--- config.mk ---
export PLATFORM = sky130hd
export DESIGN_NAME = registerFile
export DESIGN_NICKNAME = d
export VERILOG_FILES = /design/src/datapathPkg.sv /design/src/registerFile.sv
export VERILOG_INCLUDE_DIRS = /design/src
export SDC_FILE = /design/constraint.sdc
export NUM_CORES = 1
export LEC_CHECK = 0
export BUFFER_PORTS_ARGS = -buffer_cell sky130_fd_sc_hd__buf_4
export CAP_MARGIN = 20
export CELL_PAD_IN_SITES_DETAIL_PLACEMENT = 1
export CELL_PAD_IN_SITES_GLOBAL_PLACEMENT = 1
export CORE_MARGIN = 2
export CORE_UTILIZATION = 42
export DETAILED_ROUTE_END_ITERATION = 7
export PLACE_DENSITY = 0.84
export SLEW_MARGIN = 20
export SYNTH_ARGS = -nofsm -noshare
export SYNTH_HDL_FRONTEND = slang
export SYNTH_SLANG_ARGS = --single-unit
--- constraint.sdc ---
create_clock -name clock -period 2.44 [get_ports clock]
set_input_delay 0.488 -clock clock [delete_from_list [all_inputs] [get_ports clock]]
set_output_delay 0.488 -clock clock [all_outputs]
set_load 0.01 [all_outputs]
--- src/datapath_params.svh ---
`ifndef DATAPATH_PARAMS_SVH
`define DATAPATH_PARAMS_SVH

// Bus and register sizing
`define WORD_WIDTH 32
`define REG_COUNT  16

// ALU operation select, 5 bits wide
`define ALU_ADD  5'b00011
`define ALU_SUB  5'b00100
`define ALU_AND  5'b00101
`define ALU_OR   5'b00110
`define ALU_SHR  5'b00111
`define ALU_SHRA 5'b01000
`define ALU_SHL  5'b01001
`define ALU_ROR  5'b01010
`define ALU_ROL  5'b01011
`define ALU_NOP  5'b01101 // Idle code, result stays zero
`define ALU_MUL  5'b01111 // Full signed product
`define ALU_DIV  5'b10000 // Quotient low, remainder high
`define ALU_NEG  5'b10001
`define ALU_NOT  5'b10010

// Z register halves
`define Z_LOW_MSB  (`WORD_WIDTH - 1)
`define Z_HIGH_LSB `WORD_WIDTH

`endif

--- src/datapathPkg.sv ---
`include "datapath_params.svh"

package datapathPkg;

    // One word on the shared bus
    typedef logic [`WORD_WIDTH-1:0] word_t;

    // Double word for the ALU result and Z
    typedef logic [2*`WORD_WIDTH-1:0] wideWord_t;

    // Operation select
    typedef logic [4:0] aluOp_t;

    // One bit per general register, one-hot in normal use
    typedef logic [`REG_COUNT-1:0] regMask_t;

endpackage

--- src/registerFile.sv ---
`timescale 1ns/1ps
`include "datapath_params.svh"

module registerFile
    import datapathPkg::*;
(
    input  logic     clock,
    input  logic     rstN,
    input  regMask_t regIn,                   // Load strobes, bit i loads Ri
    input  word_t    busData,
    output word_t    regValues [`REG_COUNT]   // Read by the bus mux
);

    word_t regStore [`REG_COUNT];

    // One register per strobe bit
    // Several bits may be set, then all of them take the same bus word
    genvar regIdx;
    generate
        for (regIdx = 0; regIdx < `REG_COUNT; regIdx++) begin : genReg
            always_ff @(posedge clock) begin
                if (!rstN) begin
                    regStore[regIdx] <= '0;
                end else if (regIn[regIdx]) begin
                    regStore[regIdx] <= busData; // Sampled at the end of the cycle
                end
            end

            assign regValues[regIdx] = regStore[regIdx];
        end
    endgenerate

endmodule

==> impl_metrics.py <==
metrics = {
    "yosys": {
        "ys_warn_count": 0,
        "ys_seq_elements": 512,
        "yosysSeqAreaShare": 0.798,
        "synth_area_per_cell_um2": 16.4,
        "netlist_area_mm2": 0.0193,
        "synth_cells": 1178,
        "synth.distinct_cells": 7,
        "synth_nets": 1228,
    },
    "clocking": {
        "cts_made_buffers": 51,
        "path_clk_slew_ns": 0.07,
        "ctsHoldBuffers": 0,
        "cts_setup_buffers": 0,
        "cts-root-buf": "clkbuf_16",
        "ctsResizeCount": 0,
        "tritoncts": "done",
        "cts_buffer_depth": 3,
        "h-tree-depth": 2,
        "clock-sinks": 512,
    },
    "detailed_routing": {
        "wl_mm": 70.0,
        "wl_per_cell_um": 30.1,
        "firstDrtPassIters": 5,
        "num_vias": 13300,
        "drc": 0,
        "drtIter0Drc": 1447,
        "ant_nets": 0,
        "via_per_inst": 5.69,
    },
    "placement": {
        "gp_congestion": 0.814,
        "dp_hpwl_mm": 45.1,
        "port_buffers": 561,
    },
    "final_layout": {
        "largest_reg_flops": 512,
        "syn2layout_area_growth_pct": 32.3,
        "layout_common_cells": "buf_4 (594), and3_1 (512), edfxtp_1 (512)",
        "layout_commonest_cell": "buf_4",
        "regMostFlops": "regStore",
        "finalNetCount": 1741,
        "drive_gt1_frac": 0.388,
        "reg.largest.list": "regStore x512",
    },
    "power_and_ir_drop": {
        "ir_drop_mv": 0.898,
        "power_mw": 20.7,
        "powerDensity_mw_per_mm2": 812,
        "leakagePower_nw": 12.2,
    },
    "job": {
        "drv_cap": 0,
    },
    "global_routing": {
        "grt_max_degree": 89,
        "grtUsageTotal": 0.286,
        "antenna_found_initial": 7,
        "grt_pass1_wl_mm": 97.8,
        "overflow": 0,
        "grt_pass1_vias": 13800,
    },
    "floorplanning": {
        "io_pins": 562,
        "core_area_mm2": 0.0454,
        "rows": 78,
        "die-area_mm2": 0.0476,
        "fp.dieW_um": 218,
        "initial_core_util": 0.425,
        "fp.dieH_um": 218,
    },
    "critical_path": {
        "end_kind": "output port",
        "path_max_fanout": 1,
        "cp_cell_sequence": "buf_4",
        "cp_slowest_stage_delay_ns": 0.44,
        "crit_arrival_ns": 1.20,
        "crit_buf_inv": 1,
        "cp.required_ns": 1.95,
        "startpoint_type": "flop",
        "critPathKind": "reg -> out",
        "path_delay_family": "flip-flops",
        "crit_slowest_cell": "edfxtp_1",
    },
    "sta": {
        "final_hold_viol_count": 0,
        "post-route-period-util": 0.694,
        "final.setup.tns_ns": 0,
        "fin_crit_ns": 1.69,
        "worstMarginPinSlew_ns": 0.586,
        "rsz0062_at_grt": "no",
        "setup_viol": 0,
        "fmax_mhz": 591,
        "slew_headroom": 0.609,
        "slew_violations": 0,
    },
    "run_status": {
        "status": "finished, final reports clean",
    },
    "worst_hold_path": {
        "worstHoldPathType": "in -> reg",
    },
}
## synth_stat cells (all sizes together)
cell / n / area, µm²
clkbuf: 84 / 320
nand2b: 16 / 100
buf: 54 / 273
and3: 512 / 3200
edfxtp: 512 / 15400
## final timing paths
kind,from,end,slack [ns],depth (start not counted)
max,regStore[1][214]$_SDFFCE_PN0P_,regValues[54],0.75,1
min,regIn[3],regStore[0][103]$_SDFFCE_PN0P_,0.31,2
## through the flow
stage	cell area (µm²)	setup WS (ns)	cells	hold WS, ns	utilization
2_1_floorplan	19300	0.497	1178	0.711	-
3_5_place_dp	24000	0.600	2238	0.888	0.529
5_1_grt	25500	0.718	2327	0.293	0.562
4_1_cts	25500	0.717	2327	0.263	0.562
3_3_place_gp	24000	0.699	2238	0.887	0.529
6_report	25500	0.747	2329	0.308	0.562
## layer usage
layer | GRT usage | wire length [µm] | share of wire | vias up
li1 | - | - | - | 5513
met1 | 0.344 | 25100 | 0.36 | 6754
met2 | 0.479 | 34300 | 0.49 | 855
met3 | 0.0984 | 8510 | 0.12 | 134
met4 | 0.0991 | 2100 | 0.030 | 0
met5 | 0 | 0 | 0 | -
## logic make-up after synthesis
| kind of cell | after synthesis | synth area share |
|---|---|---|
| flops | 512 | 0.798 |
| buf+inv | 138 | 0.0308 |
| simple gates | 528 | 0.171 |
## where the power goes
part           internal (mW)  leakage [nW]  switching, mW
clock                   4.05         0.735           3.27
sequential              10.5          5.50          0.289
combinational           1.09          5.91           1.55
total                   15.6          12.2           5.11
## cell type report
cell class / instances / area [µm²]
Fill cell: 4308 / 19900
Sequential cell: 512 / 15400
Timing Repair Buffer: 598 / 4530
Multi-Input combinational cell: 528 / 3330
Clock buffer: 66 / 1380
Tap cell: 600 / 751
Clock inverter: 23 / 130
Antenna cell: 2 / 5.00
(Power assumes the default switching activity.)
