**src/datapath_params.svh**
```systemverilog
`ifndef DATAPATH_PARAMS_SVH
`define DATAPATH_PARAMS_SVH

// Bus and register sizing
`define WORD_WIDTH 32
`define REG_COUNT  16

// ALU operation select, 5 bits wide
`define ALU_ADD  5'b00011
`define ALU_SUB  5'b00100
`define ALU_AND  5'b00101
`define ALU_OR   5'b00110
`define ALU_SHR  5'b00111
`define ALU_SHRA 5'b01000
`define ALU_SHL  5'b01001
`define ALU_ROR  5'b01010
`define ALU_ROL  5'b01011
`define ALU_NOP  5'b01101 // Idle code, result stays zero
`define ALU_MUL  5'b01111 // Full signed product
`define ALU_DIV  5'b10000 // Quotient low, remainder high
`define ALU_NEG  5'b10001
`define ALU_NOT  5'b10010

// Z register halves
`define Z_LOW_MSB  (`WORD_WIDTH - 1)
`define Z_HIGH_LSB `WORD_WIDTH

`endif

```
**src/datapathPkg.sv**
```systemverilog
`include "datapath_params.svh"

package datapathPkg;

    // One word on the shared bus
    typedef logic [`WORD_WIDTH-1:0] word_t;

    // Double word for the ALU result and Z
    typedef logic [2*`WORD_WIDTH-1:0] wideWord_t;

    // Operation select
    typedef logic [4:0] aluOp_t;

    // One bit per general register, one-hot in normal use
    typedef logic [`REG_COUNT-1:0] regMask_t;

endpackage

```
**src/busMux.sv**
```systemverilog
`timescale 1ns/1ps
`include "datapath_params.svh"

module busMux
    import datapathPkg::*;
(
    input  regMask_t  regOut,
    input  word_t     regValues [`REG_COUNT],
    input  logic      hiOut,
    input  logic      loOut,
    input  logic      pcOut,
    input  logic      mdrOut,
    input  logic      zHighOut,
    input  logic      zLowOut,
    input  word_t     hiValue,
    input  word_t     loValue,
    input  word_t     pcValue,
    input  word_t     mdrValue,
    input  wideWord_t zValue,
    output word_t     busData
);

    // Source numbers past the general registers
    localparam int         SOURCE_COUNT = `REG_COUNT + 6;
    localparam logic [4:0] SEL_HI       = 5'(`REG_COUNT);
    localparam logic [4:0] SEL_LO       = 5'(`REG_COUNT + 1);
    localparam logic [4:0] SEL_PC       = 5'(`REG_COUNT + 2);
    localparam logic [4:0] SEL_MDR      = 5'(`REG_COUNT + 3);
    localparam logic [4:0] SEL_ZHIGH    = 5'(`REG_COUNT + 4);
    localparam logic [4:0] SEL_ZLOW     = 5'(`REG_COUNT + 5);

    logic [SOURCE_COUNT-1:0] request;
    logic [4:0]              sourceSel;
    logic                    sourceValid;

    // Bit 0 is R0, the highest priority
    assign request = {zLowOut, zHighOut, mdrOut, pcOut, loOut, hiOut, regOut};

    // Scan down so the lowest set bit is the one left standing
    always_comb begin
        sourceSel   = '0;
        sourceValid = 1'b0;
        for (int i = SOURCE_COUNT - 1; i >= 0; i--) begin
            if (request[i]) begin
                sourceSel   = 5'(i);
                sourceValid = 1'b1;
            end
        end
    end

    always_comb begin
        busData = '0; // Idle bus reads zero
        if (sourceValid) begin
            if (sourceSel < SEL_HI) begin
                busData = regValues[sourceSel[3:0]];
            end else begin
                case (sourceSel)
                    SEL_HI:    busData = hiValue;
                    SEL_LO:    busData = loValue;
                    SEL_PC:    busData = pcValue;
                    SEL_MDR:   busData = mdrValue;
                    SEL_ZHIGH: busData = zValue[2*`WORD_WIDTH-1:`Z_HIGH_LSB];
                    SEL_ZLOW:  busData = zValue[`Z_LOW_MSB:0];
                    default:   busData = '0;
                endcase
            end
        end
    end

endmodule

```
**config.mk**
```make
export PLATFORM = sky130hd
export DESIGN_NAME = busMux
export DESIGN_NICKNAME = d
export VERILOG_FILES = /design/src/datapathPkg.sv /design/src/busMux.sv
export VERILOG_INCLUDE_DIRS = /design/src
export SDC_FILE = /design/constraint.sdc
export NUM_CORES = 1
export LEC_CHECK = 0
export CORE_AREA = 2 2 295 297
export DETAILED_ROUTE_END_ITERATION = 6
export DIE_AREA = 0 0 297 299
export DONT_BUFFER_PORTS = 1
export GPL_TIMING_DRIVEN = 0
export PLACE_DENSITY_LB_ADDON = 0.15
export SLEW_MARGIN = 20
export SYNTH_ARGS = -nofsm -noshare
export SYNTH_HDL_FRONTEND = slang
export SYNTH_SLANG_ARGS = --single-unit
export TNS_END_PERCENT = 5
```
**constraint.sdc**
```tcl
create_clock -name vclk -period 2.9
set_input_delay 0.58 -clock vclk [all_inputs]
set_output_delay 0.58 -clock vclk [all_outputs]
set_load 0.1 [all_outputs]
```
==> results by stage <==
Outcome:
- The flow ran to the end, but the final reports show violations.
- The checks that failed: design-rule violations, negative setup slack.

Placement:
- The half-perimeter wire length after placement is 75.15 mm.
- Including well taps, the total number of placed cells is 2,125.
- The count of input and output buffers is 0.
- The weighted congestion reported at the end of routability-driven placement is 0.8403.
- After detailed placement, the total cell area comes to 0.007162 sq mm.
- Before CTS, the worst setup slack after placement is -3.242 ns.

Setup path:
- Together, buffers and inverters on the worst path number 2.
- For this run, the slowest stage of the critical path takes 0.85 ns.
- The cell class contributing the biggest share of worst-path delay is simple AND/OR/NAND/NOR gates.
- STA puts the critical path data required time at 2.32 ns.
- The worst setup path is captured at a primary output.
- The data arrival time of the worst path is 3.61 ns.
- The critical path class is input pin to primary output.
- The element type at the critical path start is an input pin.
- Traced cell by cell, the critical path runs through or3_4, o2111ai_4, nand2_4, buf_4, buf_6, mux2i_1, a32oi_2, nand3_4, a21oi_4, nand3b_1.
- The slowest cell on the critical path is nand3b_1.
- Of all nets on the critical path, the largest fanout is 10.

Routing:
- The first-iteration detailed-routing DRC count is 1,134.
- The wire length reported by the detailed router is 87.50 mm.
- The via-per-instance ratio is 4.433.
- For this run, the detailed router's first-pass iteration total came to 7.
- The average wire length per cell after detail routing is 40.04 um.
- The detailed router placed 9,687 vias in this run.
- For this run, design rule violations remaining after detail routing come to 35.
- The number of nets with antenna violations after detailed routing is 0.

Power:
- The share of total power consumed by net switching is 0.7222.
- Of the total power, registers draw 0.
- The static leakage is 3.054 nW.
- For this design the ratio of total power to cell area is 225.1 mW/mm^2.
- Of the total power, the clock network draws 0.
- The net switching power of the design is 1.551 mW.
- The internal portion of the total power is 0.5966 mW.
- The peak supply drop is 129.4 uV.
- The total design power is 2.147 mW.
- The combinational cell fraction of total power is 1.000.

Global routing:
- The via count of the first global-routing pass came to 10,060.
- The number of antenna violations at the first check in global routing was 27.
- The pin count of the biggest net entering global routing is 11.
- The aggregate global routing overflow is 0.
- In the global route stage, overall resource usage came out at 0.1854.
- The global-route wire length before repair is 107.9 mm.

Final layout:
- Counting the clock-network buffers in the layout gives 0.
- The relative area change from synthesis to final layout is 71.22%.
- The most frequent standard cell in the layout excluding fill and tap cells is nand2_1.
- The fraction of final layout cells sized beyond drive strength 1 is 0.3261.
- Leaving out fill and tap cells, the most frequent cells in the layout are nand2_1 (294), nand3_1 (87), a222oi_1 (60).
- The design has 0 sequential cells.
- The area of all sequential standard cells is 0 sq um.
- The post-layout instance count excluding filler cells is 2,185.
- After routing the design area is 0.009542 sq mm.
- The count of nets after finishing is 1,743.
- The total of fill cells in the finished design is 10,110.

Clock tree:
- The total of hold buffers inserted after clock tree synthesis is 0.

Timing:
- Setup violations remaining at the end of the flow were counted as 32.
- In this run the tightest slew margin relative to its limit is 0.2665.
- The slew at the pin closest to its max-slew limit is 1.097 ns.
- The max-slew violation count is 0.
- For the finished layout, the period the worst path requires is 4.187 ns.
- Dividing the final minimum period by the clock period gives 1.444.
- The final hold violation count came to 0.
- Setup repair after global routing could not meet its margin everywhere.
- In the post-route analysis, the smallest setup slack over all paths is -1.287 ns.
- Static timing analysis puts the maximum clock frequency at 238.8 MHz.

Floorplanning:
- The full die area is 0.08880 sq mm.
- For this design the top-level I/O count stands at 758.
- The starting density of the core is 0.06484.
- The cell row count is 108.
- The floorplan step defined a core boundary enclosing 0.08594 sq mm.
- The floorplan die width is 297 um.
- The die outline height is 299 um.

Yosys:
- The distinct cell type count of the synthesized netlist is 58.
- The total standard cell area after synthesis is 0.005573 sq mm.
- The mean instance size in the synthesized netlist is 5.769 sq um.
- The sequential fraction of the synthesis area is 0.
- The number of instances in the synthesized netlist is 966.
- Synthesis produced a netlist with a net count of 1,692.
- Yosys printed 0 warnings.

Job:
- The max-capacitance violation count is 0.

Min path:
- The class of the most critical hold timing path is input pin to primary output.
## kinds of logic after synthesis
| kind of cell | count (synthesis) | share of synthesized area |
|---|---|---|
| AOI/OAI and AO/OA | 320 | 0.4470 |
| buffers and inverters | 107 | 0.08711 |
| muxes | 46 | 0.08487 |
| and+or+nand+nor | 493 | 0.3810 |
## final cells by class
cell class	count	area (sq um)	share of cell area
multi-input combinational	859	6490	0.6802
buffer	97	1047	0.1098
antenna	15	37.54	0.003934
timing repair buffer	49	484.2	0.05075
tap	1155	1445	0.1515
inverter	10	37.54	0.003934
## worst paths after layout
kind,endpoint,depth (start not counted),start
worst min-delay path,busData[10],2,zValue[10]
worst max-delay path,busData[8],10,regOut[15]
## Yosys cell counts (9+ instances only)
cell | count | area (sq um)
a32oi_1 | 20 | 175.2
nor2_1 | 28 | 105.1
inv_1 | 9 | 33.78
o221ai_1 | 32 | 280.3
mux2_2 | 10 | 112.6
nand2_1 | 303 | 1137
a31o_2 | 9 | 78.83
clkbuf_1 | 39 | 146.4
a221oi_1 | 11 | 96.34
nand3_1 | 116 | 580.6
a31oi_1 | 44 | 275.3
o22ai_1 | 15 | 93.84
o21ai_0 | 28 | 140.1
mux2i_1 | 36 | 360.4
a21oi_1 | 32 | 160.2
a222oi_1 | 60 | 600.6
a31o_1 | 13 | 113.9
buf_2 | 46 | 230.2
## power groups by stage
stage          clock network, mW  logic (mW)  registers [mW]
2_1_floorplan                  0        1.07               0
3_3_place_gp                   0        1.78               0
3_5_place_dp                   0        1.79               0
4_1_cts                        0        2.19               0
5_1_grt              0.000000415        2.25               0
6_report             0.000000512        2.15               0
## metal layers
layer | track usage | wire (um) | vias to the layer above | part of all wire
li1 | - | - | 3924 | -
met2 | 0.3160 | 40950 | 795 | 0.47
met5 | 0 | 140 | - | 0.0016
met3 | 0.04936 | 7337 | 153 | 0.084
met4 | 0.04966 | 3080 | 20 | 0.035
met1 | 0.2295 | 35990 | 4795 | 0.41
## repair_timing
| action | in CTS | in global routing |
|---|---|---|
| pin swaps | 60 | 21 |
| buffers inserted | 44 | 2 |
| hold endpoints to repair | 0 | 0 |
| gates resized for setup | 419 | 14 |
| endpoints found under the setup margin | 32 | 32 |
## metrics by stage
stage	util	setup TNS (ns)	hold slack, ns
4_1_cts	0.1096	-29.37	1.497
2_1_floorplan	-	-21.37	1.594
6_report	0.1110	-29.64	1.495
3_5_place_dp	0.08333	-84.71	1.600
5_1_grt	0.1108	-32.85	1.503
3_3_place_gp	0.08233	-105.22	1.603
Power figures use the tool's default switching activity.
