### config.mk
export PLATFORM = sky130hd
export DESIGN_NAME = specialRegisters
export DESIGN_NICKNAME = d
export VERILOG_FILES = /design/src/datapathPkg.sv /design/src/specialRegisters.sv
export VERILOG_INCLUDE_DIRS = /design/src
export SDC_FILE = /design/constraint.sdc
export NUM_CORES = 1
export LEC_CHECK = 0
export CAP_MARGIN = 20
export CORE_AREA = 2 2 166 168
export CTS_CLUSTER_SIZE = 10
export DETAILED_ROUTE_END_ITERATION = 16
export DIE_AREA = 0 0 168 170
export DONT_BUFFER_PORTS = 1
export PLACE_DENSITY = 0.61
export SETUP_SLACK_MARGIN = 0.2
export SYNTH_ARGS = -nofsm -noshare
export SYNTH_HDL_FRONTEND = slang
export SYNTH_SLANG_ARGS = --single-unit
### constraint.sdc
create_clock -name clock -period 1 [get_ports clock]
set_clock_uncertainty 0.2 [all_clocks]
set_input_delay 0.05 -clock clock [delete_from_list [all_inputs] [get_ports clock]]
set_output_delay 0.05 -clock clock [all_outputs]
set_load 0.02 [all_outputs]
### src/datapath_params.svh
`ifndef DATAPATH_PARAMS_SVH
`define DATAPATH_PARAMS_SVH

// Bus and register sizing
`define WORD_WIDTH 32
`define REG_COUNT  16

// ALU operation select, 5 bits wide
`define ALU_ADD  5'b00011
`define ALU_SUB  5'b00100
`define ALU_AND  5'b00101
`define ALU_OR   5'b00110
`define ALU_SHR  5'b00111
`define ALU_SHRA 5'b01000
`define ALU_SHL  5'b01001
`define ALU_ROR  5'b01010
`define ALU_ROL  5'b01011
`define ALU_NOP  5'b01101 // Idle code, result stays zero
`define ALU_MUL  5'b01111 // Full signed product
`define ALU_DIV  5'b10000 // Quotient low, remainder high
`define ALU_NEG  5'b10001
`define ALU_NOT  5'b10010

// Z register halves
`define Z_LOW_MSB  (`WORD_WIDTH - 1)
`define Z_HIGH_LSB `WORD_WIDTH

`endif

### src/datapathPkg.sv
`include "datapath_params.svh"

package datapathPkg;

    // One word on the shared bus
    typedef logic [`WORD_WIDTH-1:0] word_t;

    // Double word for the ALU result and Z
    typedef logic [2*`WORD_WIDTH-1:0] wideWord_t;

    // Operation select
    typedef logic [4:0] aluOp_t;

    // One bit per general register, one-hot in normal use
    typedef logic [`REG_COUNT-1:0] regMask_t;

endpackage

### src/specialRegisters.sv
`timescale 1ns/1ps
`include "datapath_params.svh"

module specialRegisters
    import datapathPkg::*;
(
    input  logic      clock,
    input  logic      rstN,
    input  logic      hiIn,
    input  logic      loIn,
    input  logic      pcIn,
    input  logic      irIn,
    input  logic      marIn,
    input  logic      mdrIn,
    input  logic      yIn,
    input  logic      zIn,
    input  logic      read,       // MDR source is memory when high
    input  word_t     busData,
    input  word_t     memData,
    input  wideWord_t aluResult,
    output word_t     hiValue,
    output word_t     loValue,
    output word_t     pcValue,
    output word_t     mdrValue,
    output word_t     yValue,
    output word_t     memAddress, // MAR contents
    output word_t     instruction, // IR contents
    output wideWord_t zValue
);

    word_t     hiReg;
    word_t     loReg;
    word_t     pcReg;
    word_t     irReg;
    word_t     marReg;
    word_t     mdrReg;
    word_t     yReg;
    wideWord_t zReg;
    word_t     mdrNext;

    // MDR input select
    assign mdrNext = read ? memData : busData;

    always_ff @(posedge clock) begin
        if (!rstN) begin
            hiReg  <= '0;
            loReg  <= '0;
            pcReg  <= '0;
            irReg  <= '0;
            marReg <= '0;
            mdrReg <= '0;
            yReg   <= '0;
            zReg   <= '0;
        end else begin
            if (hiIn) begin
                hiReg <= busData;
            end
            if (loIn) begin
                loReg <= busData;
            end
            if (pcIn) begin
                pcReg <= busData; // Usually Z low after an increment
            end
            if (irIn) begin
                irReg <= busData;
            end
            if (marIn) begin
                marReg <= busData;
            end
            if (mdrIn) begin
                mdrReg <= mdrNext;
            end
            if (yIn) begin
                yReg <= busData; // A operand for the next ALU step
            end
            if (zIn) begin
                zReg <= aluResult; // Both halves at once
            end
        end
    end

    assign hiValue     = hiReg;
    assign loValue     = loReg;
    assign pcValue     = pcReg;
    assign mdrValue    = mdrReg;
    assign yValue      = yReg;
    assign memAddress  = marReg;
    assign instruction = irReg;
    assign zValue      = zReg;

endmodule

==> impl_metrics.env, run 1 <==
export IMPL_initial_utilization_pct=41.9
export IMPL_first_global_vias=7028
export IMPL_p_leak_nw=5.90
export IMPL_num_antenna_cells=0
export IMPL_grt_start_max_net_pins=289
export IMPL_synth_edff_count=0
export IMPL_layout_nets=1169
export IMPL_synth_area_leader_cell="dfxtp_1"
export IMPL_drt_initial_drc_count=296
export IMPL_firstDrtPassIters=4
export IMPL_dpl_worst_slack_ns=0.111
export IMPL_die_x_um=168
export IMPL_synth_common_cells="dfxtp_1 (288), mux2i_1 (288), nor2b_1 (256)"
export IMPL_cts_tree="built"
export IMPL_via_per_inst=5.08
export IMPL_routed_wl_mm=29.9
export IMPL_hold_class="in -> reg"
export IMPL_crit_buf_inv=1
export IMPL_syn_inst=970
export IMPL_placed_cells=1287
export IMPL_outcome="complete, but fails checks"
export IMPL_wl_per_cell_um=21.7
export IMPL_ff2ff_setup_slack_ns=0.07
export IMPL_maxSlewHeadroom_pct=69.8
export IMPL_layout_cells_non_filler=1378
export IMPL_critPathKind="reg -> out"
export IMPL_cts_root_buffer="clkbuf_16"
export IMPL_crit_path_cell_trace="buf_6"
export IMPL_synthToLayoutAreaGrowth_pct=26.1
export IMPL_die_area_um2=28600
export IMPL_synth_area_leaders="dfxtp_1 (52%), mux2i_1 (26%), nor2b_1 (14%)"
export IMPL_cap_violations=0
export IMPL_clock_fmax_ghz=0.828
export IMPL_path_clk_slew_ns=0.05
export IMPL_dp_hpwl_mm=18.7
export IMPL_synth_area_um2=11200
export IMPL_ir_worst_vdd_mv=1.19
export IMPL_critPathMaxStageDelay_ns=0.35
export IMPL_ctsLongestPathBuffers=3
export IMPL_critical_path_peak_fanout=2
export IMPL_ioPinCount=427
export IMPL_violations="negative hold slack, negative setup slack"
export IMPL_rsz0062_at_grt="yes"
export IMPL_tightest_slew_ns=0.454
export IMPL_hold_slack_ns=-0.557
export IMPL_globalRouteTotalUtil_pct=19.9
export IMPL_num_rows=60
export IMPL_grt_antenna_before_repair=0
export IMPL_setup_ws_ns=-0.208
export IMPL_cp_slowest_cell="dfxtp_2"
export IMPL_hp_start="mdrIn"
export IMPL_die_h_um=170
export IMPL_drc_errors=0
export IMPL_fp_coreArea_um2=26700
export IMPL_drive_gt1_share_pct=40.2
export IMPL_via_count=7004
export IMPL_synth_fp_nets=1109
export IMPL_period_needed_ns=1.21
export IMPL_start_kind="flip-flop"
export IMPL_grt_remaining_overflow=0
export IMPL_power_density_nw_per_um2=1850
export IMPL_worst_hold_path_endpoint="mdrValue[7]"
export IMPL_ys_warnings_count=0
export IMPL_ant_nets=0
export IMPL_ys_ff_latch=288
export IMPL_cp_data_required_time_ns=0.75
export IMPL_r2r_end="yValue[7]"
export IMPL_synth_distinct_cells=12
export IMPL_synth_top_area_share_pct=51.6
export IMPL_htreeDepth=2
export IMPL_io_buffers=0
export IMPL_grt_pass1_wl_mm=43.7
export IMPL_end_kind="primary output"
export IMPL_r2r_start="yValue[7]"
export IMPL_syn_area_per_cell_um2=11.5
export IMPL_drv_slew=0
export IMPL_crit_family="flip-flops"
export IMPL_gp_congestion=0.814
export IMPL_reg2regPathDepth=3
export IMPL_synth_ff_type="dfxtp_1"
export IMPL_numClockSinks=288
export IMPL_cp_arrival_ns=0.96
export IMPL_fin_util_pct=52.9
export IMPL_setup_viol=288
export IMPL_ys_seq_area_share_pct=51.6
export IMPL_insertion_delay_ns=0.49
export IMPL_hold_viol_final=288
export IMPL_final_period_utilization_pct=121
export IMPL_cts_buffers=35
export IMPL_whs_path_depth=1
export IMPL_synthArstFlopShare_pct=0
==> repair_timing <==
action,CTS,global route
hold buffers,38,6
endpoints found under the hold margin,288,288
gates resized for setup,334,39
cloned,0,0
endpoints found under the setup margin,532,576
buffers inserted,3,0
pin swaps,0,0
==> worst max path at each step <==
| stage | from | to | depth (start not counted) |
|---|---|---|---|
| floorplan | memAddress[10] | memAddress[10] | 2 |
| global placement | mdrValue[3] | mdrValue[3] | 2 |
| detailed placement | hiValue[6] | hiValue[6] | 2 |
| CTS | zValue[62] | zValue[62] | 1 |
| global route | yValue[0] | yValue[0] | 1 |
| finish | yValue[7] | yValue[7] | 1 |
==> power breakdown <==
group	switching (mW)	internal, mW
clock	4.43	6.28
combinational	0.776	1.25
sequential	1.27	12.0
total	6.48	19.6
==> cell type report <==
cell class	instances	area (um2)
clock inverters	5	38.8
well taps	341	427
clock buffers	39	891
multi-input cells	608	4940
flip-flops and latches	288	6720
repair buffers	97	1070
fillers	2338	12600
==> metal layers <==
layer,vias to the layer above,part of all wire [%],global-route usage (%),wire length (um)
met2,322,49,33.8,14600
met4,0,2.6,6.73,785
met5,-,0,0,0
met1,3248,39,22.5,11600
met3,50,9.8,8.26,2920
li1,3384,-,-,-
==> flip-flops by register name, indices dropped and copies added, names as in the netlist <==
name and count:
hiValue 32, instruction 32, loValue 32, mdrValue 32, memAddress 32, pcValue 32
yValue 32, zValue 64
==> kinds of logic (layout without fill, tap and decap cells) <==
| family | Yosys count | count (layout) | share of synthesized area (%) |
|---|---|---|---|
| compound gates | 64 | 64 | 2.87 |
| buf+inv | 74 | 141 | 5.38 |
| flops | 288 | 288 | 51.6 |
| mux | 288 | 288 | 25.8 |
| simple gates | 256 | 256 | 14.3 |
==> cell usage in the layout, fill, tap and decap left out <==
master | synthesis | final
mux2i_1 | 288 | 288
nor2b_1 | 256 | 256
dfxtp_4 | 0 | 238
buf_6 | 19 | 53
dfxtp_2 | 0 | 50
clkbuf_16 | 0 | 35
o21ai_2 | 0 | 31
dlygate4sd3_1 | 0 | 30
a21oi_1 | 32 | 27
dlymetal6s4s_1 | 0 | 14
a21oi_2 | 0 | 5
clkbuf_1 | 5 | 4
inv_6 | 0 | 3
o21ai_1 | 3 | 1
clkinvlp_4 | 0 | 1
clkinv_2 | 0 | 1
==> per-stage QoR <==
stage                     TNS, ns  cell area [um2]  power [mW]  hold WS [ns]
final                      -39.11            14100        26.0        -0.557
after global routing       -48.51            14100        27.1        -0.588
after CTS                  -46.45            13900        26.3        -0.596
after detailed placement        0            11700        15.5       -0.0575
after global placement          0            11700        15.4       -0.0579
after floorplan                 0            11800        15.6        0.0193
(Power assumes the default switching activity.)
==> run 2, diff against run 1 <==
--- a/config.mk
+++ b/config.mk
@@ -6,13 +6,14 @@
 export SDC_FILE = /design/constraint.sdc
 export NUM_CORES = 1
 export LEC_CHECK = 0
+export ABC_AREA = 1
 export CAP_MARGIN = 20
-export CORE_AREA = 2 2 166 168
+export CORE_AREA = 2 2 165 167
 export CTS_CLUSTER_SIZE = 10
 export DETAILED_ROUTE_END_ITERATION = 16
-export DIE_AREA = 0 0 168 170
+export DIE_AREA = 0 0 167 169
 export DONT_BUFFER_PORTS = 1
-export PLACE_DENSITY = 0.61
+export PLACE_DENSITY = 0.58
 export SETUP_SLACK_MARGIN = 0.2
 export SYNTH_ARGS = -nofsm -noshare
 export SYNTH_HDL_FRONTEND = slang
==> run 2 against run 1 <==
Compared with the run above: the flow still finishes with violations (negative hold slack, negative setup slack); die area decreased by 1.2%; register-to-register slack got worse by 0.03 ns; via count rose by 42%; clock-buffer cell count increased by 2; total power increased by 8.2%; area after synthesis is 7.4% lower; sequential power about the same; largest power group unchanged.
==> impl_metrics.env, run 2 <==
export IMPL_p_clk_share_pct=39.9
export IMPL_p_seq_share_pct=48.4
export IMPL_finish_instance_area_um2=15300
export IMPL_first_global_vias=9797
export IMPL_outcome="complete, but fails checks"
export IMPL_r2r_end="mdrValue[17]"
export IMPL_layout_cells_non_filler=1890
export IMPL_ff2ff_setup_slack_ns=0.04
export IMPL_synth_distinct_cells=13
export IMPL_die_h_um=169
export IMPL_violations="negative hold slack, negative setup slack"
export IMPL_placed_cells=1753
export IMPL_synth_fp_nets=1522
export IMPL_cp_slowest_cell="dfxtp_2"
export IMPL_hold_class="in -> reg"
export IMPL_synth_area_um2=10300
export IMPL_worst_hold_path_endpoint="yValue[26]"
export IMPL_critPathMaxStageDelay_ns=0.36
export IMPL_power_density_nw_per_um2=1840
export IMPL_maxSlewHeadroom_pct=59.3
export IMPL_crit_path_cell_trace="buf_6"
export IMPL_syn_inst=1383
export IMPL_grt_pass1_wl_mm=57.3
export IMPL_die_area_um2=28200
export IMPL_cp_data_required_time_ns=0.75
export IMPL_drc_errors=0
export IMPL_synth_top_area_share_pct=55.7
export IMPL_hold_viol_final=288
export IMPL_ys_ff_latch=288
export IMPL_globalRouteTotalUtil_pct=25.7
export IMPL_nFillCells=2277
export IMPL_tns_ns=-45.45
export IMPL_crit_family="flip-flops"
export IMPL_cap_violations=0
export IMPL_synthArstFlopShare_pct=0
export IMPL_setup_viol=288
export IMPL_drt_initial_drc_count=671
export IMPL_clock_fmax_ghz=0.811
export IMPL_critPathKind="reg -> out"
export IMPL_whs_path_depth=2
export IMPL_r2r_start="mdrValue[17]"
export IMPL_wl_per_cell_um=20.4
export IMPL_dp_hpwl_mm=22.9
export IMPL_largest_register_ffs=64
export IMPL_place_area_um2=11600
export IMPL_routed_wl_mm=38.5
export IMPL_swShare_pct=27.0
export IMPL_initial_utilization_pct=39.0
export IMPL_num_rows=60
export IMPL_start_kind="flip-flop"
export IMPL_path_clk_slew_ns=0.06
export IMPL_cp_arrival_ns=0.98
export IMPL_grt_start_max_net_pins=258
export IMPL_firstDrtPassIters=5
export IMPL_io_buffers=0
export IMPL_final_period_utilization_pct=123
export IMPL_cts_root_buffer="clkbuf_16"
export IMPL_syn_area_per_cell_um2=7.48
export IMPL_crit_buf_inv=1
export IMPL_period_needed_ns=1.23
export IMPL_htreeDepth=2
export IMPL_synth_edff_count=0
export IMPL_intPower_mw=20.6
export IMPL_drv_slew=0
export IMPL_mostFrequentLayoutCells="nor2_1 (557), dfxtp_4 (185), o21ai_2 (183)"
export IMPL_ioPinCount=427
export IMPL_die_x_um=167
export IMPL_numClockSinks=288
export IMPL_p_leak_nw=6.70
export IMPL_critical_path_peak_fanout=2
export IMPL_insertion_delay_ns=0.50
export IMPL_grt_antenna_before_repair=0
export IMPL_synth_common_cells="nor2_1 (576), dfxtp_1 (288), o21ai_0 (209)"
export IMPL_ir_worst_vdd_mv=1.46
export IMPL_cts_tree="built"
export IMPL_ant_nets=0
export IMPL_hp_start="rstN"
export IMPL_synthToLayoutAreaGrowth_pct=47.9
export IMPL_cts_buffers=35
export IMPL_ctsLongestPathBuffers=3
export IMPL_ys_seq_area_share_pct=55.7
export IMPL_fp_coreArea_um2=26500
export IMPL_synth_area_leaders="dfxtp_1 (56%), nor2_1 (21%), o21ai_0 (10%)"
export IMPL_end_kind="primary output"
export IMPL_gp_congestion=0.794
export IMPL_via_count=9979
export IMPL_rsz0062_at_grt="yes"
export IMPL_layout_nets=1681
export IMPL_grt_remaining_overflow=0
export IMPL_drive_gt1_share_pct=42.6
export IMPL_tightest_slew_ns=0.611
export IMPL_setup_ws_ns=-0.233
export IMPL_ys_warnings_count=0
export IMPL_final_common_cell="nor2_1"
export IMPL_via_per_inst=5.28
export IMPL_combPwrFrac_pct=11.7
export IMPL_reg2regPathDepth=5
export IMPL_power_switching_mw=7.62
export IMPL_dpl_worst_slack_ns=0.0931
export IMPL_synth_most_common_cell="nor2_1"
export IMPL_synth_area_leader_cell="dfxtp_1"
export IMPL_synth_ff_type="dfxtp_1"
export IMPL_hold_slack_ns=-0.535
## run 2: worst max path at each step
stage | from | end | slack, ns | cells past startpoint
final | mdrValue[16] | mdrValue[16] | -0.23 | 1
after global routing | mdrValue[16] | mdrValue[16] | -0.27 | 1
after CTS | instruction[3] | instruction[3] | -0.25 | 1
after detailed placement | zIn | zValue[24] | 0.09 | 4
after global placement | rstN | mdrValue[22] | 0.12 | 5
after floorplan | hiValue[25] | hiValue[25] | 0.14 | 2
## run 2: kinds of logic after synthesis
logic type / share of synthesized area, %
simple gates: 25.9
compound gates: 12.4
flops: 55.7
buf+inv: 5.94
## run 2: per-layer routing
| layer | wire (um) | GRT usage [%] |
|---|---|---|
| met4 | 1320 | 9.78 |
| met5 | 0 | 0 |
| met2 | 18200 | 42.9 |
| met3 | 3470 | 8.23 |
| met1 | 15500 | 31.0 |
## run 2: cell type report
cell class,count,area (um2),share of cell area [%]
flip-flops and latches,288,6590,43.1
multi-input cells,960,4700,30.8
repair buffers,216,2440,16.0
clock inverters,2,10.0,0.0655
well taps,341,427,2.79
diodes,1,2.50,0.0164
clock buffers,41,961,6.28
inverters,41,156,1.02
## run 2: what timing repair did
| action | CTS | global route |
|---|---|---|
| pin swaps | 1 | 10 |
| gates resized for setup | 430 | 200 |
| setup buffers | 1 | 2 |
| hold buffers | 85 | 5 |
| hold endpoints to repair | 288 | 288 |
| setup endpoints to repair | 559 | 576 |
## run 2: power groups by stage
| stage | Combinational, mW | Clock [mW] | Sequential (mW) |
|---|---|---|---|
| after floorplan | 1.55 | 0 | 14.0 |
| after global placement | 2.35 | 0 | 13.9 |
| after detailed placement | 2.41 | 0 | 13.9 |
| after CTS | 3.11 | 11.4 | 13.5 |
| after global routing | 3.60 | 11.9 | 13.7 |
| final | 3.30 | 11.3 | 13.6 |
## run 2: stage by stage
stage | utilization, % | total power, mW | hold WS [ns]
2_1_floorplan | - | 15.6 | -0.0152
6_report | 57.7 | 28.2 | -0.535
3_5_place_dp | 44.0 | 16.3 | -0.00688
3_3_place_gp | 44.0 | 16.2 | -0.0137
4_1_cts | 55.4 | 28.1 | -0.543
5_1_grt | 57.7 | 29.2 | -0.554
==> run 3, diff against run 2 <==
--- a/config.mk
+++ b/config.mk
@@ -8,12 +8,12 @@
 export LEC_CHECK = 0
 export ABC_AREA = 1
 export CAP_MARGIN = 20
-export CORE_AREA = 2 2 165 167
+export CORE_MARGIN = 2
+export CORE_UTILIZATION = 25
 export CTS_CLUSTER_SIZE = 10
 export DETAILED_ROUTE_END_ITERATION = 16
-export DIE_AREA = 0 0 167 169
 export DONT_BUFFER_PORTS = 1
-export PLACE_DENSITY = 0.58
+export PLACE_DENSITY = 0.43
 export SETUP_SLACK_MARGIN = 0.2
 export SYNTH_ARGS = -nofsm -noshare
 export SYNTH_HDL_FRONTEND = slang
==> run 3 against run 2 <==
Compared with the run above: the run still ends with negative hold slack, negative setup slack left; sequential share of layout area fell by 0.98 points; hold slack worse by 0.021 ns; routed wire length up 6.9%; final area rose by 2.1%; core utilization is 19 points lower; sequential power hardly changed; maximum frequency decreased by 1.5%; combinational power is essentially flat; critical endpoint is now yValue[11].
==> impl_metrics.env, run 3 (same netlist as run 2, synthesis figures left out) <==
export IMPL_outcome="complete, but fails checks"
export IMPL_violations="negative hold slack, negative setup slack"
export IMPL_tightest_slew_ns=0.586
export IMPL_hold_viol_final=288
export IMPL_ir_worst_vdd_mv=1.02
export IMPL_setup_ws_ns=-0.252
export IMPL_hold_class="in -> reg"
export IMPL_largest_register_ffs=64
export IMPL_p_leak_nw=6.73
export IMPL_crit_buf_inv=1
export IMPL_grt_remaining_overflow=0
export IMPL_via_per_inst=4.68
export IMPL_htreeDepth=2
export IMPL_start_kind="flip-flop"
export IMPL_gp_congestion=0.810
export IMPL_place_area_um2=11900
export IMPL_finalPower_mw=28.9
export IMPL_final_common_cell="nor2_1"
export IMPL_maxSlewHeadroom_pct=61.0
export IMPL_setup_viol=288
export IMPL_power_switching_mw=7.87
export IMPL_via_count=9791
export IMPL_dp_hpwl_mm=25.9
export IMPL_cts_tree="built"
export IMPL_critPathMaxStageDelay_ns=0.34
export IMPL_drv_slew=0
export IMPL_mostFrequentLayoutCells="nor2_1 (561), o21ai_2 (189), dfxtp_4 (179)"
export IMPL_power_density_nw_per_um2=1850
export IMPL_grt_antenna_before_repair=4
export IMPL_p_clk_share_pct=41.4
export IMPL_layout_nets=1685
export IMPL_path_clk_slew_ns=0.05
export IMPL_ioPinCount=427
export IMPL_drive_gt1_share_pct=42.9
export IMPL_fp_coreArea_um2=40800
export IMPL_drt_initial_drc_count=491
export IMPL_grt_start_max_net_pins=258
export IMPL_cp_slowest_cell="dfxtp_2"
export IMPL_finish_instance_area_um2=15600
export IMPL_globalRouteTotalUtil_pct=18.4
export IMPL_ant_nets=0
export IMPL_num_rows=74
export IMPL_drc_errors=0
export IMPL_swShare_pct=27.3
export IMPL_initial_utilization_pct=25.3
export IMPL_crit_family="flip-flops"
export IMPL_crit_path_cell_trace="buf_6"
export IMPL_cp_arrival_ns=1.00
export IMPL_ctsLongestPathBuffers=3
export IMPL_firstDrtPassIters=4
export IMPL_insertion_delay_ns=0.53
export IMPL_numClockSinks=288
export IMPL_dpl_worst_slack_ns=0.0934
export IMPL_hold_slack_ns=-0.557
export IMPL_end_kind="primary output"
export IMPL_period_needed_ns=1.25
export IMPL_die_area_um2=43000
export IMPL_intPower_mw=21.0
export IMPL_critical_path_peak_fanout=2
export IMPL_cts_root_buffer="clkbuf_16"
export IMPL_synthToLayoutAreaGrowth_pct=50.9
export IMPL_critPathKind="reg -> out"
export IMPL_first_global_vias=9345
export IMPL_die_h_um=207
export IMPL_final_period_utilization_pct=125
export IMPL_wl_per_cell_um=19.7
export IMPL_rsz0062_at_grt="yes"
export IMPL_io_buffers=0
export IMPL_routed_wl_mm=41.1
export IMPL_die_x_um=207
export IMPL_cts_buffers=36
export IMPL_cp_data_required_time_ns=0.75
export IMPL_clock_fmax_ghz=0.799
export IMPL_combPwrFrac_pct=11.5
export IMPL_cap_violations=0
export IMPL_p_seq_share_pct=47.1
export IMPL_grt_pass1_wl_mm=61.0
export IMPL_fin_util_pct=38.2
[run 3: changes by cell type in the layout (fill, tap and decap cells not counted), sizes merged, moves of 2 or more]
| cell | before | now |
|---|---|---|
| buf | 126 | 132 |
| dlygate4sd3 | 65 | 63 |
| clkbuf | 41 | 47 |
| diode | 1 | 4 |
[run 3: final timing paths]
kind / from / endpoint / slack (ns) / cells after the start
setup / recovery: yValue[11] / yValue[11] / -0.25 / 1
hold / removal: rstN / pcValue[28] / -0.56 / 2
setup reg to reg: mdrValue[20] / mdrValue[20] / 0.05 / 5
hold reg to reg: instruction[18] / instruction[18] / 0.28 / 2
[run 3: power by group through the flow]
stage	combinational (mW)	clock, mW	sequential (mW)
floorplan	1.55	0	14.0
global placement	2.42	0	13.9
detailed placement	2.46	0	13.9
CTS	3.20	12.4	13.5
global route	3.65	12.8	13.7
finish	3.32	11.9	13.6
[run 3: repair_timing]
item,CTS,global route
buffers inserted,1,2
pin swaps,3,7
endpoints found under the setup margin,552,576
gates resized for setup,418,217
hold buffers,85,2
endpoints found under the hold margin,288,288
[run 3: through the flow]
step,std cells,setup TNS (ns)
global placement,1950,0
finish,2093,-53.91
floorplan,1383,0
detailed placement,1950,0
global route,2092,-65.59
CTS,2085,-65.27
[run 3: area by class of cell]
cell class              instances  area (um2)
multi-input cells             960        4730
flip-flops and latches        288        6570
well taps                     532         666
fillers                      4165       25200
diodes                          4        10.0
inverters                      41         156
clock inverters                 2        37.5
clock buffers                  47         993
repair buffers                219        2450
[run 3: routing by layer]
layer / up-vias / share of wire [%] / track usage [%]
met5: - / 0.027 / 0
met4: 2 / 3.1 / 7.27
met3: 71 / 8.5 / 6.23
met2: 341 / 46 / 29.4
met1: 4636 / 42 / 22.8
li1: 4741 / - / -
